===== src/hdl/nnTypesPkg.sv =====
`default_nettype none

package nnTypesPkg;

	localparam int wordWidth = 32;
	localparam int neuronOutWidth = 16;
	localparam int classIdxWidth = 2;

	// the datapath treats every word as a plain bit vector.
	// Products and sums wrap at the word width, and the sign is read only from bit 31 of the sum.
	typedef logic [wordWidth-1:0] activationT;

	typedef logic [wordWidth-1:0] weightT;

	typedef logic [wordWidth-1:0] accumT;

	// one ReLU result, a 16-bit slice of the accumulator.
	typedef logic [neuronOutWidth-1:0] neuronOutT;

	// index of one neuron in the layer.
	typedef logic [classIdxWidth-1:0] classIdxT;

endpackage

`default_nettype wire


===== src/hdl/nnWeightsPkg.sv =====
`default_nettype none

package nnWeightsPkg;

	localparam int numInputs = 15;
	localparam int numNeurons = 4;

	// the ReLU output is the accumulator scaled by 2^-fracBits.
	localparam int fracBits = 13;

	// input stage, sum stage and ReLU stage.
	localparam int neuronLatency = 3;

	localparam int countWidth = $clog2(numInputs);
	localparam logic [countWidth-1:0] lastWord = countWidth'(numInputs - 1);

	// each row holds the weights of one neuron, indexed by input.
	localparam nnTypesPkg::weightT weightTable [numNeurons][numInputs] = '{
		'{
			1232, -511, 104, 3572, 5892,
			-629, 4495, -632, 5657, 133,
			4400, 1631, 3416, -5262, 2972
		},
		'{
			-2841, 3107, 918, -1466, 2205,
			4731, -390, 1874, -3019, 2660,
			-745, 5120, 388, 1493, -2287
		},
		'{
			4016, -1735, -2504, 667, 3388,
			-918, 2119, 4875, -1240, -3561,
			1907, 286, 5233, -702, 1145
		},
		'{
			-1520, 2748, 3935, -4102, 812,
			1679, -2346, 3053, 497, 4218,
			-1187, -2963, 2431, 3690, -578
		}
	};

	// neurons 1 and 2 share a bias, so an all-zero frame ties them at an output of 3.
	localparam nnTypesPkg::weightT biasTable [numNeurons] = '{
		-692,
		24576,
		24576,
		8192
	};

endpackage

`default_nettype wire


===== src/hdl/frameBuffer.sv =====
`default_nettype none

module frameBuffer (
	input wire clk,
	input wire reset,
	input wire nnTypesPkg::activationT frameWords [nnWeightsPkg::numInputs],
	input wire frameDone,
	output nnTypesPkg::activationT heldWords [nnWeightsPkg::numInputs],
	output logic frameValid
);
	import nnTypesPkg::*;
	import nnWeightsPkg::*;

	// the copy lets the loader start refilling while the layer still reads this frame.
	always_ff @(posedge clk)
	begin
		if (frameDone)
		begin
			for (int i = 0; i < numInputs; i++)
			begin
				heldWords[i] <= frameWords[i];
			end
		end
	end

	// valid rises together with the new copy.
	always_ff @(posedge clk)
	begin
		if (reset)
		begin
			frameValid <= 1'b0;
		end
		else
		begin
			frameValid <= frameDone;
		end
	end

endmodule

`default_nettype wire


===== config.mk =====
export PLATFORM = sky130hd
export DESIGN_NAME = frameBuffer
export DESIGN_NICKNAME = d
export VERILOG_FILES = /design/src/hdl/nnTypesPkg.sv /design/src/hdl/nnWeightsPkg.sv /design/src/hdl/frameBuffer.sv
export SDC_FILE = /design/constraint.sdc
export NUM_CORES = 1
export LEC_CHECK = 0
export CORE_AREA = 2 2 378 380
export CTS_CLUSTER_DIAMETER = 60
export DETAILED_ROUTE_END_ITERATION = 16
export DIE_AREA = 0 0 380 382
export DONT_BUFFER_PORTS = 1
export PLACE_DENSITY = 0.32
export SYNTH_ARGS = -nofsm -noshare
export SYNTH_HDL_FRONTEND = slang
export SYNTH_SLANG_ARGS = --single-unit
export TNS_END_PERCENT = 5

===== constraint.sdc =====
create_clock -name clk -period 0.8 [get_ports clk]
set_input_delay 0.12 -clock clk [delete_from_list [all_inputs] [get_ports clk]]
set_output_delay 0.12 -clock clk [all_outputs]
set_load 0.01 [all_outputs]

==> metrics, run 1 <==
TritonCTS buffer count=73; mapped cell area=14450 um^2; area delta synth->final=71.64%; Power Dens Cells=2708 nW/um^2; fin cells=3033; first-pass GRT wire length=83.88 mm; initial antenna violation count=79; max-slew violations=0; initial DRC count=559; met1 wire length=24.53 mm; Finish-stage setup viols=482; filler cell count in the final layout=15170; Vias/cell=2.658; CTS tree=built; nets=1556; RSZ-0062 raised after global routing=true; RePlAce Congestion=0.9124; setup ws final=-0.5356 ns; metal2 WL=31.45 mm; area fraction of the dominant cell type after synthesis=99.77%; # DRC=0; CORE AREA=140900 um^2; antenna violation net count after detailed routing=0; violated checks=negative hold slack, negative setup slack; post-synth cell types=3; met3 routed WL=7.917 mm; fin util=17.60%; syn nets=965; I/O pin cnt=964; worst hold path type=in2reg; DRT Pass-1 Iters=4; largest net degree at the start of global routing=482; H-tree levels=3; Least-Margin Pin Slew=1.192 ns; Die H=382 um; die footprint=145200 um^2; global-route usage over all layers=8.736%; CP max-delay cell=edfxtp_1; detail-routed net length per standard cell=21.83 um; WHS=-0.3810 ns; syn avg cell area=29.97 um^2; crit share post-route=167.0%; crit-path cells=buf_12; grt ovf=0; Hold-fix buffers, CTS=482; root buffer cell=clkbuf_16; worst setup path category=reg2out; Synth Warn #=0; vias in the first global route=8474; status=finished, violations left; final wirelength=66.21 mm; post-DP HPWL=50.73 mm; CP delay by family, top=flip-flops; CP Launch Point=heldWords[210]; peak supply drop=1.504 mV; CP Max Fanout=1; Top Metal Used=met5; worst relative slew slack=20.55%; layout cells sized above 1=13.26%; slowest stage delay, CP=0.43 ns; Fmax=748.7 MHz; main area contributors after synthesis=edfxtp_1 100%, dfxtp_1 0.14%, nor2b_4 0.095%; CTS Buffer Depth=3; clk slew on worst S/H paths=0.05 ns; Critical Path Sink Type=output port; Critical path buffers and inverters=1; Levels on crit path=1; CP Data Required Time=0.68 ns; Mapped Cells=482; Yosys reg bits=481; CP Launch Type=flip-flop; Leak=8.224 nW; IO Port Bufs=0; die extent in x=380 um; via count=8063; CTS sink count=481; Hold Fails Final Rpt=123; Seq/Total Area, Yosys=99.90%; MaxCap Viol Count=0; CP Data Arrival Time=1.22 ns; leading area contributor after synthesis=edfxtp_1; post-layout min period=1.336 ns; Setup crit end=heldWords[210]; placed cell count=2406; initial core utilization=10.25%; Cell Rows=138
## report_power, final
group          internal [mW]  switching (mW)
Combinational           2.05           0.871
Clock                   18.9            12.9
Sequential              30.1            2.25
## per-stage QoR
| step | hold slack (ns) | TNS (ns) | area (um^2) | setup slack (ns) | total power, mW |
|---|---|---|---|---|---|
| final | -0.3810 | -195.58 | 24800 | -0.5356 | 67.15 |
| after global routing | -0.4450 | -232.92 | 24770 | -0.6347 | 69.89 |
| after CTS | -0.4566 | -244.19 | 24770 | -0.6480 | 68.66 |
| after floorplan | 0.1843 | 0 | 14450 | 0.2862 | 32.12 |
| after global placement | 0.1886 | 0 | 17490 | 0.02501 | 33.62 |
| after detailed placement | 0.1858 | 0 | 17490 | 0.02562 | 33.55 |
## per-layer routing
| metal | GRT usage [%] | up-vias |
|---|---|---|
| met1 | 9.772 | 3922 |
| met2 | 13.96 | 671 |
| met3 | 4.953 | 187 |
| met5 | 0 | - |
| li1 | - | 3209 |
| met4 | 2.851 | 74 |
## cell families (layout without fill, tap and decap cells)
group / after synthesis / after routing / share of synthesized area, %
DFF: 481 / 481 / 99.90
buffers and inverters: 0 / 649 / 0
other: 0 / 12 / 0
and+or+nand+nor: 1 / 1 / 0.09524
## worst min-delay path by stage
stage | cells past startpoint | slack (ns) | endpoint | startpoint
2_1_floorplan | 1 | 0.18 | frameValid | reset
3_3_place_gp | 1 | 0.19 | frameValid | reset
3_5_place_dp | 1 | 0.19 | frameValid | reset
4_1_cts | 0 | -0.46 | heldWords[218] | frameDone
5_1_grt | 0 | -0.44 | heldWords[218] | frameDone
6_report | 0 | -0.38 | heldWords[218] | frameDone
## flip-flops by register name, summed over array words and instances, names as in the netlist
register and count:
frameValid 1, heldWords 480
## layout make-up
type,count,area (um^2),area share (%)
Multi-Input combinational cell,1,13.76,0.05550
Sequential cell,481,14440,58.21
Tap cell,1890,2365,9.536
Clock buffer,86,1897,7.649
Antenna cell,12,30.03,0.1211
Clock inverter,47,551.8,2.225
Timing Repair Buffer,516,5505,22.20
## cells in the final DEF (no fill, tap or decap), types with 4 or more instances in the layout
cell type / count
inv_6: 6
clkbuf_1: 12
inv_8: 9
clkinv_1: 7
clkinvlp_4: 5
dlygate4sd3_1: 482
edfxtp_1: 480
clkinv_2: 5
diode_2: 12
buf_12: 34
clkbuf_16: 74
bufinv_16: 4
clkinv_8: 8
## Yosys cell counts, drive strengths merged
| library cell | n |
|---|---|
| edfxtp | 480 |
| dfxtp | 1 |
| nor2b | 1 |
## what timing repair did
item,4_1_cts,5_1_grt
setup endpoints to repair,481,481
gates resized for setup,1,0
setup buffers,0,0
endpoints found under the hold margin,961,276
No activity file was read; power rests on OpenSTA's default activity.
==> inputs of run 2 (changes only) <==
--- a/config.mk
+++ b/config.mk
@@ -10,7 +10,7 @@
 export DETAILED_ROUTE_END_ITERATION = 16
 export DIE_AREA = 0 0 380 382
 export DONT_BUFFER_PORTS = 1
-export PLACE_DENSITY = 0.32
+export PLACE_DENSITY = 0.31
 export SYNTH_ARGS = -nofsm -noshare
 export SYNTH_HDL_FRONTEND = slang
 export SYNTH_SLANG_ARGS = --single-unit
==> constraint.sdc (replaced) <==
create_clock -name clk -period 1.4 [get_ports clk]
set_input_delay 0.21 -clock clk [delete_from_list [all_inputs] [get_ports clk]]
set_output_delay 0.21 -clock clk [all_outputs]
set_load 0.01 [all_outputs]
==> metrics, run 2 (synthesis gave the netlist of run 1 again) <==
post-layout min period=1.370 ns; CORE AREA=140900 um^2 (unchanged); Leak=7.805 nW (-5.1%); via count=7808 (-3.2%); Largest regs=heldWords: 480 flops, frameValid: 1 flops; MaxCap Viol Count=0 (unchanged); DRT Pass-1 Iters=5 (+1); I/O pin cnt=964 (unchanged); status=finished, violations left; IO Port Bufs=0 (unchanged); worst hold path type=in2reg; final wirelength=60.86 mm (-8.1%); CTS sink count=481 (unchanged); area delta synth->final=65.47%; initial DRC count=496 (-11%); Power Total=36.79 mW (-45%); CTS tree=built; Top reg by flops=heldWords; worst setup path category=reg2out; Finish-stage setup viols=0 (-100%); clk slew on worst S/H paths=0.06 ns (about the same); H-tree levels=3 (unchanged); CP Data Arrival Time=1.16 ns (-0.06 ns); most common cell after layout, fill and taps aside=dlygate4sd3_1; max-slew violations=0 (unchanged); setup TNS=0 ns (+195.58 ns); initial core utilization=10.25% (unchanged); Die H=382 um (unchanged); initial antenna violation count=53 (-33%); first-pass GRT wire length=78.31 mm (-6.6%); RSZ-0062 raised after global routing=true; commonest non-fill, non-tap cells in the layout=482 x dlygate4sd3_1, 480 x edfxtp_1, 71 x clkbuf_16; Largest register FFs=480 (unchanged); TritonCTS buffer count=69 (-5.5%); Hold-fix buffers, CTS=482 (unchanged); die footprint=145200 um^2 (unchanged); nets=1518 (-2.4%); Critical Path Sink Type=output port; violated checks=negative hold slack; Cell Rows=138 (unchanged); WHS=-0.2897 ns (+0.09126 ns); global-route usage over all layers=8.047% (-0.69 points); vias in the first global route=8498 (+0.28%); Hold Fails Final Rpt=89 (-28%); grt ovf=0 (unchanged); Vias/cell=2.613 (-1.7%); Fmax=729.9 MHz; layout cells sized above 1=9.651% (-3.6 points); Least-Margin Pin Slew=1.480 ns (+0.2885 ns); Power Dens Cells=1539 nW/um^2 (-43%); detail-routed net length per standard cell=20.37 um (-6.7%); placed inst area=16810 um^2 (-3.9%); root buffer cell=clkbuf_16; filler cell count in the final layout=15230 (+0.43%); CP Max Fanout=1 (unchanged); RePlAce Congestion=0.9141 (+0.19%); crit share post-route=97.86%; CP Launch Type=flip-flop; # DRC=0 (unchanged); CTS Buffer Depth=3 (unchanged); antenna violation net count after detailed routing=0 (unchanged); CP Data Required Time=1.19 ns (+0.51 ns); worst relative slew slack=1.311% (-19 points); die extent in x=380 um (unchanged); peak supply drop=0.7482 mV (-50%); largest net degree at the start of global routing=482 (unchanged); Finished Cell Area=23910 um^2 (-3.6%)
-- run 2: cell types whose count changed in the layout (fill, tap and decap cells not counted), moves of 5 or more --
cell,before,now
clkinv_8,8,2
clkinv_1,7,13
clkbuf_1,12,7
buf_12,34,0
-- run 2: timing repair --
| action | 4_1_cts | 5_1_grt |
|---|---|---|
| resized for setup | 0 | 0 |
| pin swaps | 0 | 0 |
| endpoints found under the setup margin | 148 | 30 |
| endpoints found under the hold margin | 847 | 219 |
| buffers inserted | 0 | 0 |
-- run 2: worst paths after layout --
check	start	end	slack, ns	cells after the start
setup / recovery	heldWords[91]	heldWords[91]	0.03	0
hold / removal	frameDone	heldWords[120]	-0.29	0
-- run 2: final cells by class --
type,count,area [um^2],area share [%]
flip-flops and latches,481,14430,60.38
clock buffers,78,1803,7.542
multi-input cells,1,13.76,0.05757
well taps,1890,2365,9.892
diodes,10,25.02,0.1047
clock inverters,46,441.7,1.847
repair buffers,482,4825,20.18
-- run 2: report_power, final --
part	internal, mW	switching (mW)	leakage [nW]
Combinational	0.905	0.398	2.02
Clock	9.91	7.12	1.08
Sequential	17.2	1.23	4.71
-- run 2: routing by layer --
metal	routed length, um	vias to the layer above	track usage, %	part of all wire [%]
met5	381	-	0	0.63
met4	1967	56	3.645	3.2
met3	7087	159	4.454	12
met2	30110	627	13.43	49
met1	21310	3843	8.225	35
li1	-	3123	-	-
-- run 2: metrics by stage --
stage	utilization [%]	cells	worst slack [ns]
floorplan	-	482	0.7962
global placement	11.93	2372	0.5080
detailed placement	11.93	2372	0.4113
CTS	16.95	2978	-0.1064
global route	16.96	2982	-0.06080
finish	16.97	2988	0.02997
==> inputs of run 3 (changes only) <==
--- a/config.mk
+++ b/config.mk
@@ -10,7 +10,7 @@
 export DETAILED_ROUTE_END_ITERATION = 16
 export DIE_AREA = 0 0 380 382
 export DONT_BUFFER_PORTS = 1
-export PLACE_DENSITY = 0.31
+export PLACE_DENSITY = 0.3
 export SYNTH_ARGS = -nofsm -noshare
 export SYNTH_HDL_FRONTEND = slang
 export SYNTH_SLANG_ARGS = --single-unit
==> metrics, run 3 (synthesis gave the netlist of run 1 again) <==
global-route usage over all layers=8.071% (+0.024 points); Power Dens Cells=1569 nW/um^2 (+1.9%); Vias/cell=2.582 (-1.2%); layout cells sized above 1=10.45% (+0.80 points); Hold Path Origin=frameDone; grt ovf=0 (unchanged); Leak=7.885 nW (+1.0%); die extent in x=380 um (unchanged); Min-Delay Endpoint=heldWords[13]; filler cell count in the final layout=15220 (-0.066%); fin util=17.06% (+0.095 points); CP Max Fanout=1 (unchanged); max-slew violations=0 (unchanged); initial DRC count=505 (+1.8%); CTS Buffer Depth=3 (unchanged); status=finished, violations left; worst relative slew slack=29.48% (+28 points); vias in the first global route=8346 (-1.8%); IO Port Bufs=0 (unchanged); CTS tree=built; H-tree levels=3 (unchanged); CP Data Arrival Time=1.16 ns (about the same); area delta synth->final=66.40%; initial antenna violation count=57 (+7.5%); Fmax=729.4 MHz (about the same); root buffer cell=clkbuf_16; Top reg by flops=heldWords; commonest non-fill, non-tap cells in the layout=481 x dlygate4sd3_1, 480 x edfxtp_1, 72 x clkbuf_16; CORE AREA=140900 um^2 (unchanged); post-place setup slack=0.5052 ns (+0.09383 ns); RePlAce Congestion=0.8671 (-5.1%); Hold-fix buffers, CTS=481 (-0.21%); Largest register FFs=480 (unchanged); Largest regs=heldWords: 480 flops, frameValid: 1 flops; CTS sink count=481 (unchanged); setup ws final=0.02902 ns (-0.0009463 ns); via count=7734 (-0.95%); Die H=382 um (unchanged); Critical Path Sink Type=output port; nets=1520 (+0.13%); TritonCTS buffer count=72 (+4.3%); worst hold path depth=0 (unchanged); crit share post-route=97.93% (about the same); peak supply drop=0.7785 mV (+4.1%); worst hold path type=in2reg; first-pass GRT wire length=78.34 mm (about the same); Cell Rows=138 (unchanged); final wirelength=61.26 mm (+0.66%); RSZ-0062 raised after global routing=true; WHS=-0.3001 ns (-0.01036 ns); die footprint=145200 um^2 (unchanged); DRT Pass-1 Iters=4 (-1); post-layout min period=1.371 ns (+0.0009463 ns); CP Data Required Time=1.19 ns (about the same); antenna violation net count after detailed routing=0 (unchanged); placed cell count=2372 (unchanged); violated checks=negative hold slack; detail-routed net length per standard cell=20.45 um (+0.42%); initial core utilization=10.25% (unchanged); Least-Margin Pin Slew=1.058 ns (-0.4225 ns); worst setup path category=reg2out; Post-CTS Setup Bufs=0 (unchanged); MaxCap Viol Count=0 (unchanged); Finish-stage setup viols=0 (unchanged); Hold Fails Final Rpt=113 (+27%); largest net degree at the start of global routing=482 (unchanged); clk slew on worst S/H paths=0.05 ns (about the same); # DRC=0 (unchanged); fin cells=2995 (+0.23%); most common cell after layout, fill and taps aside=dlygate4sd3_1; I/O pin cnt=964 (unchanged); CP Launch Type=flip-flop
## run 3: changes by cell type in the layout (fill, tap and decap cells not counted), sizes merged
cell	change
diode	+4
clkinvlp	-5
bufinv	+4
dlygate4sd3	-1
clkinv	+3
clkbuf	+2
## run 3: cell type report
cell class / count / area (um^2) / area share [%]
clock buffer: 80 / 1832 / 7.619
clock inverter: 48 / 546.8 / 2.274
timing repair buffer: 481 / 4815 / 20.03
multi-input combinational: 1 / 13.76 / 0.05725
sequential: 481 / 14430 / 60.04
tap: 1890 / 2365 / 9.837
antenna: 14 / 35.03 / 0.1457
## run 3: worst max-delay path by stage
stage | end | depth (start not counted) | slack, ns | startpoint
2_1_floorplan | heldWords[0] | 0 | 0.80 | heldWords[0]
3_3_place_gp | heldWords[111] | 0 | 0.53 | frameDone
3_5_place_dp | heldWords[122] | 0 | 0.51 | frameDone
4_1_cts | heldWords[451] | 0 | -0.14 | heldWords[451]
5_1_grt | heldWords[451] | 0 | -0.07 | heldWords[451]
6_report | heldWords[449] | 0 | 0.03 | heldWords[449]
## run 3: through the flow
step           TNS [ns]  hold WS [ns]  cell area (um^2)  total power, mW
3_3_place_gp          0        0.2871             16810            18.86
2_1_floorplan         0        0.2743             14450            18.35
5_1_grt         -0.5866       -0.3746             24020            39.33
6_report              0       -0.3001             24040            37.71
4_1_cts          -2.438       -0.3846             24010            38.65
3_5_place_dp          0        0.2833             16810            18.80
## run 3: power by group
part	internal, mW	switching (mW)	total (mW)
Clock	10.8	7.16	17.9
Sequential	17.2	1.25	18.5
Combinational	0.903	0.385	1.29
## run 3: routing by layer
metal	vias to the layer above	share of wire [%]	wire, um	GRT usage (%)
met1	3792	35	21360	8.290
met3	149	12	7155	4.450
met5	-	0.59	363	0
li1	3142	-	-	-
met4	58	3.0	1823	3.424
met2	593	50	30560	13.54
## run 3: repair_timing
item	CTS	global route
resized for setup	0	0
pin swaps	0	0
endpoints found under the setup margin	77	22
hold endpoints to repair	961	200
