[src/hdl/nnTypesPkg.sv]
`default_nettype none

package nnTypesPkg;

	localparam int wordWidth = 32;
	localparam int neuronOutWidth = 16;
	localparam int classIdxWidth = 2;

	// the datapath treats every word as a plain bit vector.
	// Products and sums wrap at the word width, and the sign is read only from bit 31 of the sum.
	typedef logic [wordWidth-1:0] activationT;

	typedef logic [wordWidth-1:0] weightT;

	typedef logic [wordWidth-1:0] accumT;

	// one ReLU result, a 16-bit slice of the accumulator.
	typedef logic [neuronOutWidth-1:0] neuronOutT;

	// index of one neuron in the layer.
	typedef logic [classIdxWidth-1:0] classIdxT;

endpackage

`default_nettype wire

[src/hdl/nnWeightsPkg.sv]
`default_nettype none

package nnWeightsPkg;

	localparam int numInputs = 15;
	localparam int numNeurons = 4;

	// the ReLU output is the accumulator scaled by 2^-fracBits.
	localparam int fracBits = 13;

	// input stage, sum stage and ReLU stage.
	localparam int neuronLatency = 3;

	localparam int countWidth = $clog2(numInputs);
	localparam logic [countWidth-1:0] lastWord = countWidth'(numInputs - 1);

	// each row holds the weights of one neuron, indexed by input.
	localparam nnTypesPkg::weightT weightTable [numNeurons][numInputs] = '{
		'{
			1232, -511, 104, 3572, 5892,
			-629, 4495, -632, 5657, 133,
			4400, 1631, 3416, -5262, 2972
		},
		'{
			-2841, 3107, 918, -1466, 2205,
			4731, -390, 1874, -3019, 2660,
			-745, 5120, 388, 1493, -2287
		},
		'{
			4016, -1735, -2504, 667, 3388,
			-918, 2119, 4875, -1240, -3561,
			1907, 286, 5233, -702, 1145
		},
		'{
			-1520, 2748, 3935, -4102, 812,
			1679, -2346, 3053, 497, 4218,
			-1187, -2963, 2431, 3690, -578
		}
	};

	// neurons 1 and 2 share a bias, so an all-zero frame ties them at an output of 3.
	localparam nnTypesPkg::weightT biasTable [numNeurons] = '{
		-692,
		24576,
		24576,
		8192
	};

endpackage

`default_nettype wire

[src/hdl/sampleLoader.sv]
`default_nettype none

module sampleLoader (
	input wire clk,
	input wire reset,
	input wire sampleStrobe,
	input wire nnTypesPkg::activationT sampleData,
	output nnTypesPkg::activationT frameWords [nnWeightsPkg::numInputs],
	output logic frameDone
);
	import nnTypesPkg::*;
	import nnWeightsPkg::*;

	logic [countWidth-1:0] wordCount;
	logic lastStrobe;

	assign lastStrobe = sampleStrobe && (wordCount == lastWord);

	// each word lands at the slot given by the count, so the first word of a frame is input 0.
	always_ff @(posedge clk)
	begin
		if (sampleStrobe)
		begin
			frameWords[wordCount] <= sampleData;
		end
	end

	// the count wraps together with the done pulse.
	// A new frame may therefore start on the very next cycle.
	always_ff @(posedge clk)
	begin
		if (reset)
		begin
			wordCount <= '0;
			frameDone <= 1'b0;
		end
		else
		begin
			frameDone <= lastStrobe;
			if (lastStrobe)
			begin
				wordCount <= '0;
			end
			else if (sampleStrobe)
			begin
				wordCount <= wordCount + 1'b1;
			end
		end
	end

endmodule

`default_nettype wire

[config.mk]
export PLATFORM = sky130hd
export DESIGN_NAME = sampleLoader
export DESIGN_NICKNAME = d
export VERILOG_FILES = /design/src/hdl/nnTypesPkg.sv /design/src/hdl/nnWeightsPkg.sv /design/src/hdl/sampleLoader.sv
export SDC_FILE = /design/constraint.sdc
export NUM_CORES = 1
export LEC_CHECK = 0
export ABC_CLOCK_PERIOD_IN_PS = 2250
export CORE_AREA = 2 2 202 204
export DETAILED_ROUTE_END_ITERATION = 10
export DIE_AREA = 0 0 204 206
export DONT_BUFFER_PORTS = 1
export GPL_TIMING_DRIVEN = 0
export PLACE_DENSITY = 0.6
export SLEW_MARGIN = 5
export SYNTH_ARGS = -nofsm -noshare
export SYNTH_HDL_FRONTEND = slang
export SYNTH_SLANG_ARGS = --single-unit
[constraint.sdc]
create_clock -name clk -period 2.25 [get_ports clk]
set_clock_uncertainty 0.05 [all_clocks]
set_input_delay 0.45 -clock clk [delete_from_list [all_inputs] [get_ports clk]]
set_output_delay 0.45 -clock clk [all_outputs]
set_load 0.005 [all_outputs]
==> flow_metrics.tcl, run 1 <==
set metrics [dict create \
    critPathCaptureType "flop" \
    synth_area_leaders "edfxtp_1 97%, dfxtp_1 0.68%, and2_1 0.51%" \
    die_h_um 206 \
    remaining_drc_errors 0 \
    power.internal_mw 14.0 \
    fp.dieW_um 204 \
    top_layer "met4" \
    arrival_ps 2240 \
    cp-start-kind "flop" \
    ys.flop_type "edfxtp_1" \
    avgRoutedWirePerCell_um 30.9 \
    cts_buffer_depth 3 \
    finalCritPeriodShare_pct 91.0 \
    switching_share_pct 19.0 \
    path_class "flop to flop" \
    yosysSeqAreaShare_pct 98.2 \
    worst_slack_ps 203 \
    grt_max_degree 21 \
    p_leak_nw 5.44 \
    cp_slowest_cell "and2_2" \
    synth_top_area_cell "edfxtp_1" \
    synth.cell_area_mm2 0.0148 \
    seqCellArea_mm2 0.0145 \
    worstSkewPairLatency_ps 540 \
    power_mw 17.3 \
    numPortBuffers 0 \
    finalMaxSlewViolations 0 \
    first_pass_iters 4 \
    grt_pass1_wl_mm 47.0 \
    netlist_instances 525 \
    ys_ff_latch 485 \
    max_slew_margin_pct 51.8 \
    dp_hpwl_mm 22.6 \
    pre_cts_slack_ps 62.2 \
    cts_tree "done" \
    route.met2.wl_mm 18.5 \
    p_sw_mw 3.29 \
    ant_nets 0 \
    design.core.area_mm2 0.0402 \
    fin_cells 1184 \
    vdd_ir_drop_max_uv 494 \
    num_vias 5959 \
    synth_cell_types 17 \
    hold_slack_ps 135 \
    cp.required_ps 2440 \
    grtUsageTotal_pct 16.2 \
    max-cap-violations 0 \
    synth_edf_count 480 \
    async_flop_share_pct 0 \
    clockRootBuffer "clkbuf_16" \
    numCtsBuffers 44 \
    cts_resized 0 \
    hold_path_class "input port to flop" \
    drt-total-wl_mm 36.6 \
    cts_hold_buf 33 \
    hold_viol 0 \
    period_minus_slack_ps 2050 \
    max_freq_mhz 488 \
    synth_common_cells "480 x edfxtp_1, 12 x and2_1, 6 x nor2_1" \
    combPwrFrac_pct 1.7 \
    status "completed" \
    clkTransAtPathRegs_ps 60 \
    grt_pass1_vias 5783 \
    wl_met1_mm 13.6 \
    multi_input_area_um2 267 \
    fp.dieArea_mm2 0.0420 \
    yosysWarnings 0 \
    dp_cells 1072 \
    htree_levels 2 \
    antenna_found_initial 1 \
    setup_viol 0 \
    num_rows 74 \
    cts_num_sinks 485 \
    grt_overflow 0 \
    fill_cells 3390 \
    layout-drive-gt1-share_pct 14.3 \
    post_synth.cell_area_avg_um2 28.2 \
    drt_iter0_drc 543 \
    max_stage_delay_ps 630 \
    sequentialPowerShare_pct 58.5 \
    globalplace.congestion 0.722 \
    synth_most_common_cell "edfxtp_1" \
    wl_met3_mm 3.69 \
    worstPathMaxFanout 17 \
    via_per_inst 5.03 \
    synth_top_area_share_pct 97.5 \
    rsz0062_at_grt "false" \
    io_pins 516 \
    path_cells "nand2_1 > nor2_1 > and2_2 > buf_12" \
    synth_fp_nets 564 \
    p_per_area_mw_per_mm2 993 \
    post_cts.repair.setup_buffers 0 \
    clkPwrFrac_pct 39.8 \
    tightest_slew_ps 722 \
    initial_core_util_pct 36.8 \
    syn2layout_area_growth_pct 17.9 \
    nets 658 \
]
[registers in the layout, indices dropped and copies added, names as in the netlist]
| name | flops |
|---|---|
| wordCount | 4 |
| frameWords | 480 |
| frameDone | 1 |
[metal layers]
| metal | GRT usage (%) | vias to the layer above |
|---|---|---|
| met3 | 6.70 | 65 |
| met4 | 5.41 | 0 |
| met5 | 0 | - |
| met1 | 19.2 | 3151 |
| met2 | 27.0 | 442 |
| li1 | - | 2301 |
[worst paths after layout]
check,from,to,slack (ps),cells after the start
worst max-delay path,wordCount[3]$_SDFFE_PP0P_,frameWords[114]$_DFFE_PP_,200,4
worst min-delay path,reset,wordCount[0]$_SDFFE_PP0P_,140,2
worst max register to register,wordCount[3]$_SDFFE_PP0P_,frameWords[114]$_DFFE_PP_,200,4
worst min register to register,wordCount[1]$_SDFFE_PP0P_,wordCount[1]$_SDFFE_PP0P_,560,2
[layout make-up]
type,instances,share of cell area [%]
clock inverter,24,0.961
sequential,485,83.2
antenna,1,0.0144
multi-input combinational,35,1.53
inverter,3,0.0646
buffer,2,0.0718
clock buffer,54,6.65
tap,532,3.82
timing repair buffer,48,3.66
[worst max-delay path: cells and delay by family (launching register included)]
kind / cells / cell delay (ps)
buffers and inverters: 1 / 270
DFF: 1 / 470
and+or+nand+nor: 3 / 900
[cell families after synthesis]
| family | count (synthesis) | synth area share (%) |
|---|---|---|
| flip-flops | 485 | 98.2 |
| buffers and inverters | 5 | 0.161 |
| multiplexers | 1 | 0.0677 |
| adder cells (fa/ha/maj) | 4 | 0.338 |
| XOR/XNOR | 3 | 0.178 |
| AND/OR/NAND/NOR | 27 | 1.10 |
[per-stage QoR]
| stage | util (%) | area, um^2 | setup TNS [ps] |
|---|---|---|---|
| 3_5_place_dp | 39.3 | 15800 | 0 |
| 2_1_floorplan | - | 14800 | 0 |
| 5_1_grt | 43.4 | 17400 | 0 |
| 6_report | 43.4 | 17400 | 0 |
| 3_3_place_gp | 38.5 | 15500 | -351660 |
| 4_1_cts | 43.4 | 17400 | 0 |
[placed cells by master (no fill, tap or decap), types with 4 or more instances in the layout]
cell type,n
edfxtp_1,480
clkbuf_16,45
dlygate4sd3_1,33
buf_12,14
and2_2,12
clkinv_2,10
clkbuf_1,9
clkinv_1,9
nor2_1,6
dfxtp_1,5
ha_1,4
[power groups by stage]
stage / combinational, mW / sequential, mW / clock (mW)
after floorplan: 0.0636 / 10.3 / 0
after global placement: 0.115 / 10.3 / 0
after detailed placement: 0.148 / 10.3 / 0
after CTS: 0.300 / 10.1 / 7.04
after global routing: 0.323 / 10.1 / 7.36
final: 0.300 / 10.1 / 6.89
Power figures use the tool's default switching activity.
==> run 2: changes to the inputs <==
CORE_AREA = 2 2 201 203   (was 2 2 202 204)
DIE_AREA = 0 0 203 205   (was 0 0 204 206)
PLACE_DENSITY = 0.61   (was 0.6)
==> flow_metrics.tcl, run 2 (same netlist as run 1, synthesis figures left out) <==
set metrics [dict create \
    max-cap-violations 0 \
    pre_cts_slack_ps 43.3 \
    io_pins 516 \
    finalMaxSlewViolations 0 \
    cp-start-kind "flop" \
    drt_iter0_drc 566 \
    clockRootBuffer "clkbuf_16" \
    fin_tns_setup_ps 0 \
    cts_buffer_depth 3 \
    remaining_drc_errors 0 \
    via_per_inst 5.04 \
    avgRoutedWirePerCell_um 31.2 \
    arrival_ps 2310 \
    cp.required_ps 2430 \
    numPortBuffers 0 \
    grt_pass1_wl_mm 47.7 \
    worstPathMaxFanout 17 \
    path_depth 4 \
    initial_core_util_pct 37.6 \
    max_freq_mhz 469 \
    cts_num_sinks 485 \
    layout-drive-gt1-share_pct 14.5 \
    path_buf_inv 1 \
    rrSetupSlack_ps 120 \
    drt-total-wl_mm 36.7 \
    p_per_area_mw_per_mm2 1020 \
    vdd_ir_drop_max_uv 510 \
    reg2reg_depth 4 \
    grt_overflow 0 \
    critPathTopFamily "simple AND/OR/NAND/NOR gates" \
    fp.dieArea_mm2 0.0416 \
    ant_nets 0 \
    numCtsBuffers 43 \
    nets 657 \
    setup_viol 0 \
    worst_slack_ps 120 \
    grt_max_degree 22 \
    design.core.area_mm2 0.0394 \
    path_class "flop to flop" \
    num_vias 5928 \
    min_to "wordCount[0]$_SDFFE_PP0P_" \
    finalCritPeriodShare_pct 94.7 \
    final_common_cell "edfxtp_1" \
    path_cells "nand2_1 > nor2_1 > and2_2 > buf_12" \
    worstSkewPairLatency_ps 540 \
    syn2layout_area_growth_pct 18.9 \
    grtUsageTotal_pct 16.7 \
    post_cts.repair.setup_buffers 0 \
    clkTransAtPathRegs_ps 60 \
    fp.dieW_um 203 \
    fin_cells 1176 \
    htree_levels 2 \
    cts_resized 0 \
    cts_hold_buf 33 \
    first_pass_iters 5 \
    dp_cells 1065 \
    p_leak_nw 5.52 \
    antenna_found_initial 2 \
    cts_tree "done" \
    grt_pass1_vias 5783 \
    max_slew_margin_pct 49.1 \
    hold_path_class "input port to flop" \
    finish.utilization_pct 44.7 \
    rsz0062_at_grt "false" \
    r2r-start "wordCount[3]$_SDFFE_PP0P_" \
    reg.largest.list "frameWords x480, wordCount x4, frameDone x1" \
    hold-path-cell-count 2 \
    final_cell_mix "480 x edfxtp_1, 45 x clkbuf_16, 33 x dlygate4sd3_1" \
    max_stage_delay_ps 690 \
    num_rows 73 \
    hold_viol 0 \
    timing.rr.end "frameWords[185]$_DFFE_PP_" \
    tightest_slew_ps 763 \
    globalplace.congestion 0.713 \
    hold_start "reset" \
    cp_slowest_cell "and2_2" \
    period_minus_slack_ps 2130 \
    critPathCaptureType "flop" \
    status "completed" \
    crit_path_start "wordCount[3]$_SDFFE_PP0P_" \
    top_register "frameWords" \
    dp_hpwl_mm 22.9 \
    largest_reg_flops 480 \
    die_h_um 205 \
]
## run 2: cell types whose count changed in the layout (fill, tap and decap cells not counted)
cell	change
clkbuf_8	+2
buf_16	-1
bufinv_16	+6
clkinvlp_4	-2
clkinv_2	-4
clkinv_4	-1
clkinv_1	-2
buf_12	+1
## run 2: power breakdown
group / internal (mW) / switching (mW) / total, mW / leakage [nW]
clock network: 4.63 / 2.94 / 7.56 / 0.727
logic: 0.0723 / 0.230 / 0.302 / 0.411
registers: 10.1 / 0.0653 / 10.1 / 4.38
## run 2: worst max-delay path by stage
| stage | slack (ps) | endpoint |
|---|---|---|
| CTS | 120 | frameWords[180]$_DFFE_PP_ |
| global placement | -920 | frameWords[405]$_DFFE_PP_ |
| finish | 120 | frameWords[185]$_DFFE_PP_ |
| detailed placement | 40 | frameWords[405]$_DFFE_PP_ |
| floorplan | 200 | frameWords[352]$_DFFE_PP_ |
| global route | 20 | frameWords[180]$_DFFE_PP_ |
## run 2: per-stage QoR
stage / hold slack (ps) / total power [mW] / instance area, um^2
finish: 128 / 18.0 / 17600
global route: 98.6 / 18.6 / 17600
CTS: 75.5 / 18.2 / 17600
detailed placement: 477 / 10.5 / 15800
global placement: 480 / 10.4 / 15400
floorplan: 472 / 10.4 / 14800
## run 2: worst reg2reg max path, cell delays in order, from the launching register on
cell and delay [ps]:
dfxtp_1 460, nand2_1 100, nor2_1 200, and2_2 690
buf_12 270
## run 2: final cells by class
type / instances / area [um^2]
antenna: 1 / 2.50
buffer: 2 / 12.5
clock buffer: 56 / 1190
clock inverter: 21 / 297
fill: 3191 / 21800
inverter: 3 / 11.3
multi-input combinational: 35 / 267
sequential: 485 / 14500
tap: 525 / 657
timing repair buffer: 48 / 631
## run 2: per-layer routing
layer	global-route usage, %	share of wire, %	up-vias
met5	0	0	-
met4	5.47	1.9	0
met3	6.63	9.6	50
met2	27.8	51	400
met1	19.8	37	3162
li1	-	-	2316
==> run 3: changes to the inputs <==
RECOVER_POWER = 100   (was unset)
==> flow_metrics.tcl, run 3 (same netlist as run 1, synthesis figures left out) <==
set metrics [dict create \
    status "completed" \
    finalMaxSlewViolations 0 \
    worstPathMaxFanout 17 \
    via_per_inst 5.02 \
    min_to "wordCount[0]$_SDFFE_PP0P_" \
    hold_viol 0 \
    finish.utilization_pct 44.5 \
    r2r-start "wordCount[0]$_SDFFE_PP0P_" \
    die_h_um 205 \
    syn2layout_area_growth_pct 18.4 \
    switching_share_pct 18.0 \
    power.internal_mw 14.8 \
    grt_overflow 0 \
    wl_met3_mm 3.51 \
    rrSetupSlack_ps 100 \
    tightest_slew_ps 769 \
    reg.largest.list "frameWords x480, wordCount x4, frameDone x1" \
    top_register "frameWords" \
    max-cap-violations 0 \
    worstSkewPairLatency_ps 540 \
    finalCritPeriodShare_pct 95.5 \
    remaining_drc_errors 0 \
    post_cts.repair.setup_buffers 0 \
    fp.dieW_um 203 \
    worst_slack_ps 100 \
    p_per_area_mw_per_mm2 1030 \
    timing.rr.end "frameWords[56]$_DFFE_PP_" \
    cp.required_ps 2410 \
    io_pins 516 \
    max_freq_mhz 465 \
    globalplace.congestion 0.713 \
    p_leak_nw 5.50 \
    combPwrFrac_pct 1.7 \
    hold_slack_ps 129 \
    cts_tree "done" \
    cts_num_sinks 485 \
    grt_pass1_vias 5783 \
    design.core.area_mm2 0.0394 \
    layout-drive-gt1-share_pct 14.3 \
    p_sw_mw 3.24 \
    period_minus_slack_ps 2150 \
    num_vias 5909 \
    antenna_found_initial 2 \
    num_rows 73 \
    hold_path_class "input port to flop" \
    top_layer "met4" \
    final_common_cell "edfxtp_1" \
    largest_reg_flops 480 \
    cts_resized 0 \
    max_slew_margin_pct 48.7 \
    seqCellArea_mm2 0.0145 \
    initial_core_util_pct 37.6 \
    avgRoutedWirePerCell_um 31.2 \
    pre_cts_slack_ps 43.3 \
    reg2reg_depth 3 \
    multi_input_area_um2 267 \
    clkTransAtPathRegs_ps 60 \
    hold_start "reset" \
    path_class "flop to flop" \
    wl_met1_mm 13.7 \
    fill_cells 3201 \
    route.met2.wl_mm 18.8 \
    critPathCaptureType "flop" \
    htree_levels 2 \
    arrival_ps 2310 \
    ant_nets 0 \
    dp_hpwl_mm 22.9 \
    fp.dieArea_mm2 0.0416 \
    clkPwrFrac_pct 42.1 \
    vdd_ir_drop_max_uv 510 \
    numPortBuffers 0 \
    cts_buffer_depth 3 \
    clockRootBuffer "clkbuf_16" \
    rsz0062_at_grt "false" \
    grtUsageTotal_pct 16.7 \
    sequentialPowerShare_pct 56.3 \
    setup_viol 0 \
    nets 657 \
    first_pass_iters 5 \
    cts_hold_buf 33 \
    grt_max_degree 22 \
    final_cell_mix "480 x edfxtp_1, 45 x clkbuf_16, 33 x dlygate4sd3_1" \
    cp-start-kind "flop" \
    drt_iter0_drc 565 \
    hold-path-cell-count 2 \
    drt-total-wl_mm 36.7 \
    grt_pass1_wl_mm 47.7 \
    numCtsBuffers 43 \
]
[run 3: cell count changes in the layout (fill, tap and decap cells not counted)]
cell | previous run | this run
buf_2 | 1 | 0
clkbuf_1 | 9 | 10
buf_12 | 15 | 7
buf_6 | 0 | 8
[run 3: layer usage]
| layer | GRT usage, % | vias up |
|---|---|---|
| met5 | 0 | - |
| met4 | 5.47 | 0 |
| met3 | 6.63 | 50 |
| met2 | 27.8 | 386 |
| met1 | 19.8 | 3159 |
| li1 | - | 2314 |
[run 3: worst max-delay path, cell delays in order, from the launching register on]
cell and delay, ps:
dfxtp_1 450, ha_1 250, and4_2 700, buf_6 350
[run 3: power by group through the flow]
stage | Combinational, mW | Clock, mW | Sequential (mW)
floorplan | 0.0636 | 0 | 10.3
global placement | 0.114 | 0 | 10.3
detailed placement | 0.146 | 0 | 10.3
CTS | 0.299 | 7.74 | 10.1
global route | 0.324 | 8.11 | 10.1
finish | 0.300 | 7.57 | 10.1
[run 3: metrics by stage]
| step | TNS, ps | std cells | total power, mW | cell area [um^2] |
|---|---|---|---|---|
| final | 0 | 1176 | 18.0 | 17500 |
| after global routing | 0 | 1176 | 18.6 | 17500 |
| after CTS | 0 | 1175 | 18.2 | 17600 |
| after detailed placement | 0 | 1065 | 10.5 | 15800 |
| after global placement | -361170 | 1050 | 10.4 | 15400 |
| after floorplan | 0 | 525 | 10.4 | 14800 |
[run 3: how the worst max path moves through the flow]
stage / from / end / slack, ps / cells past startpoint
2_1_floorplan: sampleStrobe / frameWords[352]$_DFFE_PP_ / 200 / 3
3_3_place_gp: sampleStrobe / frameWords[405]$_DFFE_PP_ / -920 / 3
3_5_place_dp: sampleStrobe / frameWords[405]$_DFFE_PP_ / 40 / 4
4_1_cts: wordCount[3]$_SDFFE_PP0P_ / frameWords[180]$_DFFE_PP_ / 120 / 4
5_1_grt: wordCount[2]$_SDFFE_PP0P_ / frameWords[256]$_DFFE_PP_ / 10 / 4
6_report: wordCount[0]$_SDFFE_PP0P_ / frameWords[56]$_DFFE_PP_ / 100 / 3
[run 3: final cells by class]
type	instances	share of cell area, %
Multi-Input combinational cell	35	1.52
Tap cell	525	3.75
Timing Repair Buffer	48	3.20
Clock inverter	21	1.69
Buffer	2	0.0643
Inverter	3	0.0643
Clock buffer	56	6.78
Antenna cell	1	0.0143
Sequential cell	485	82.9
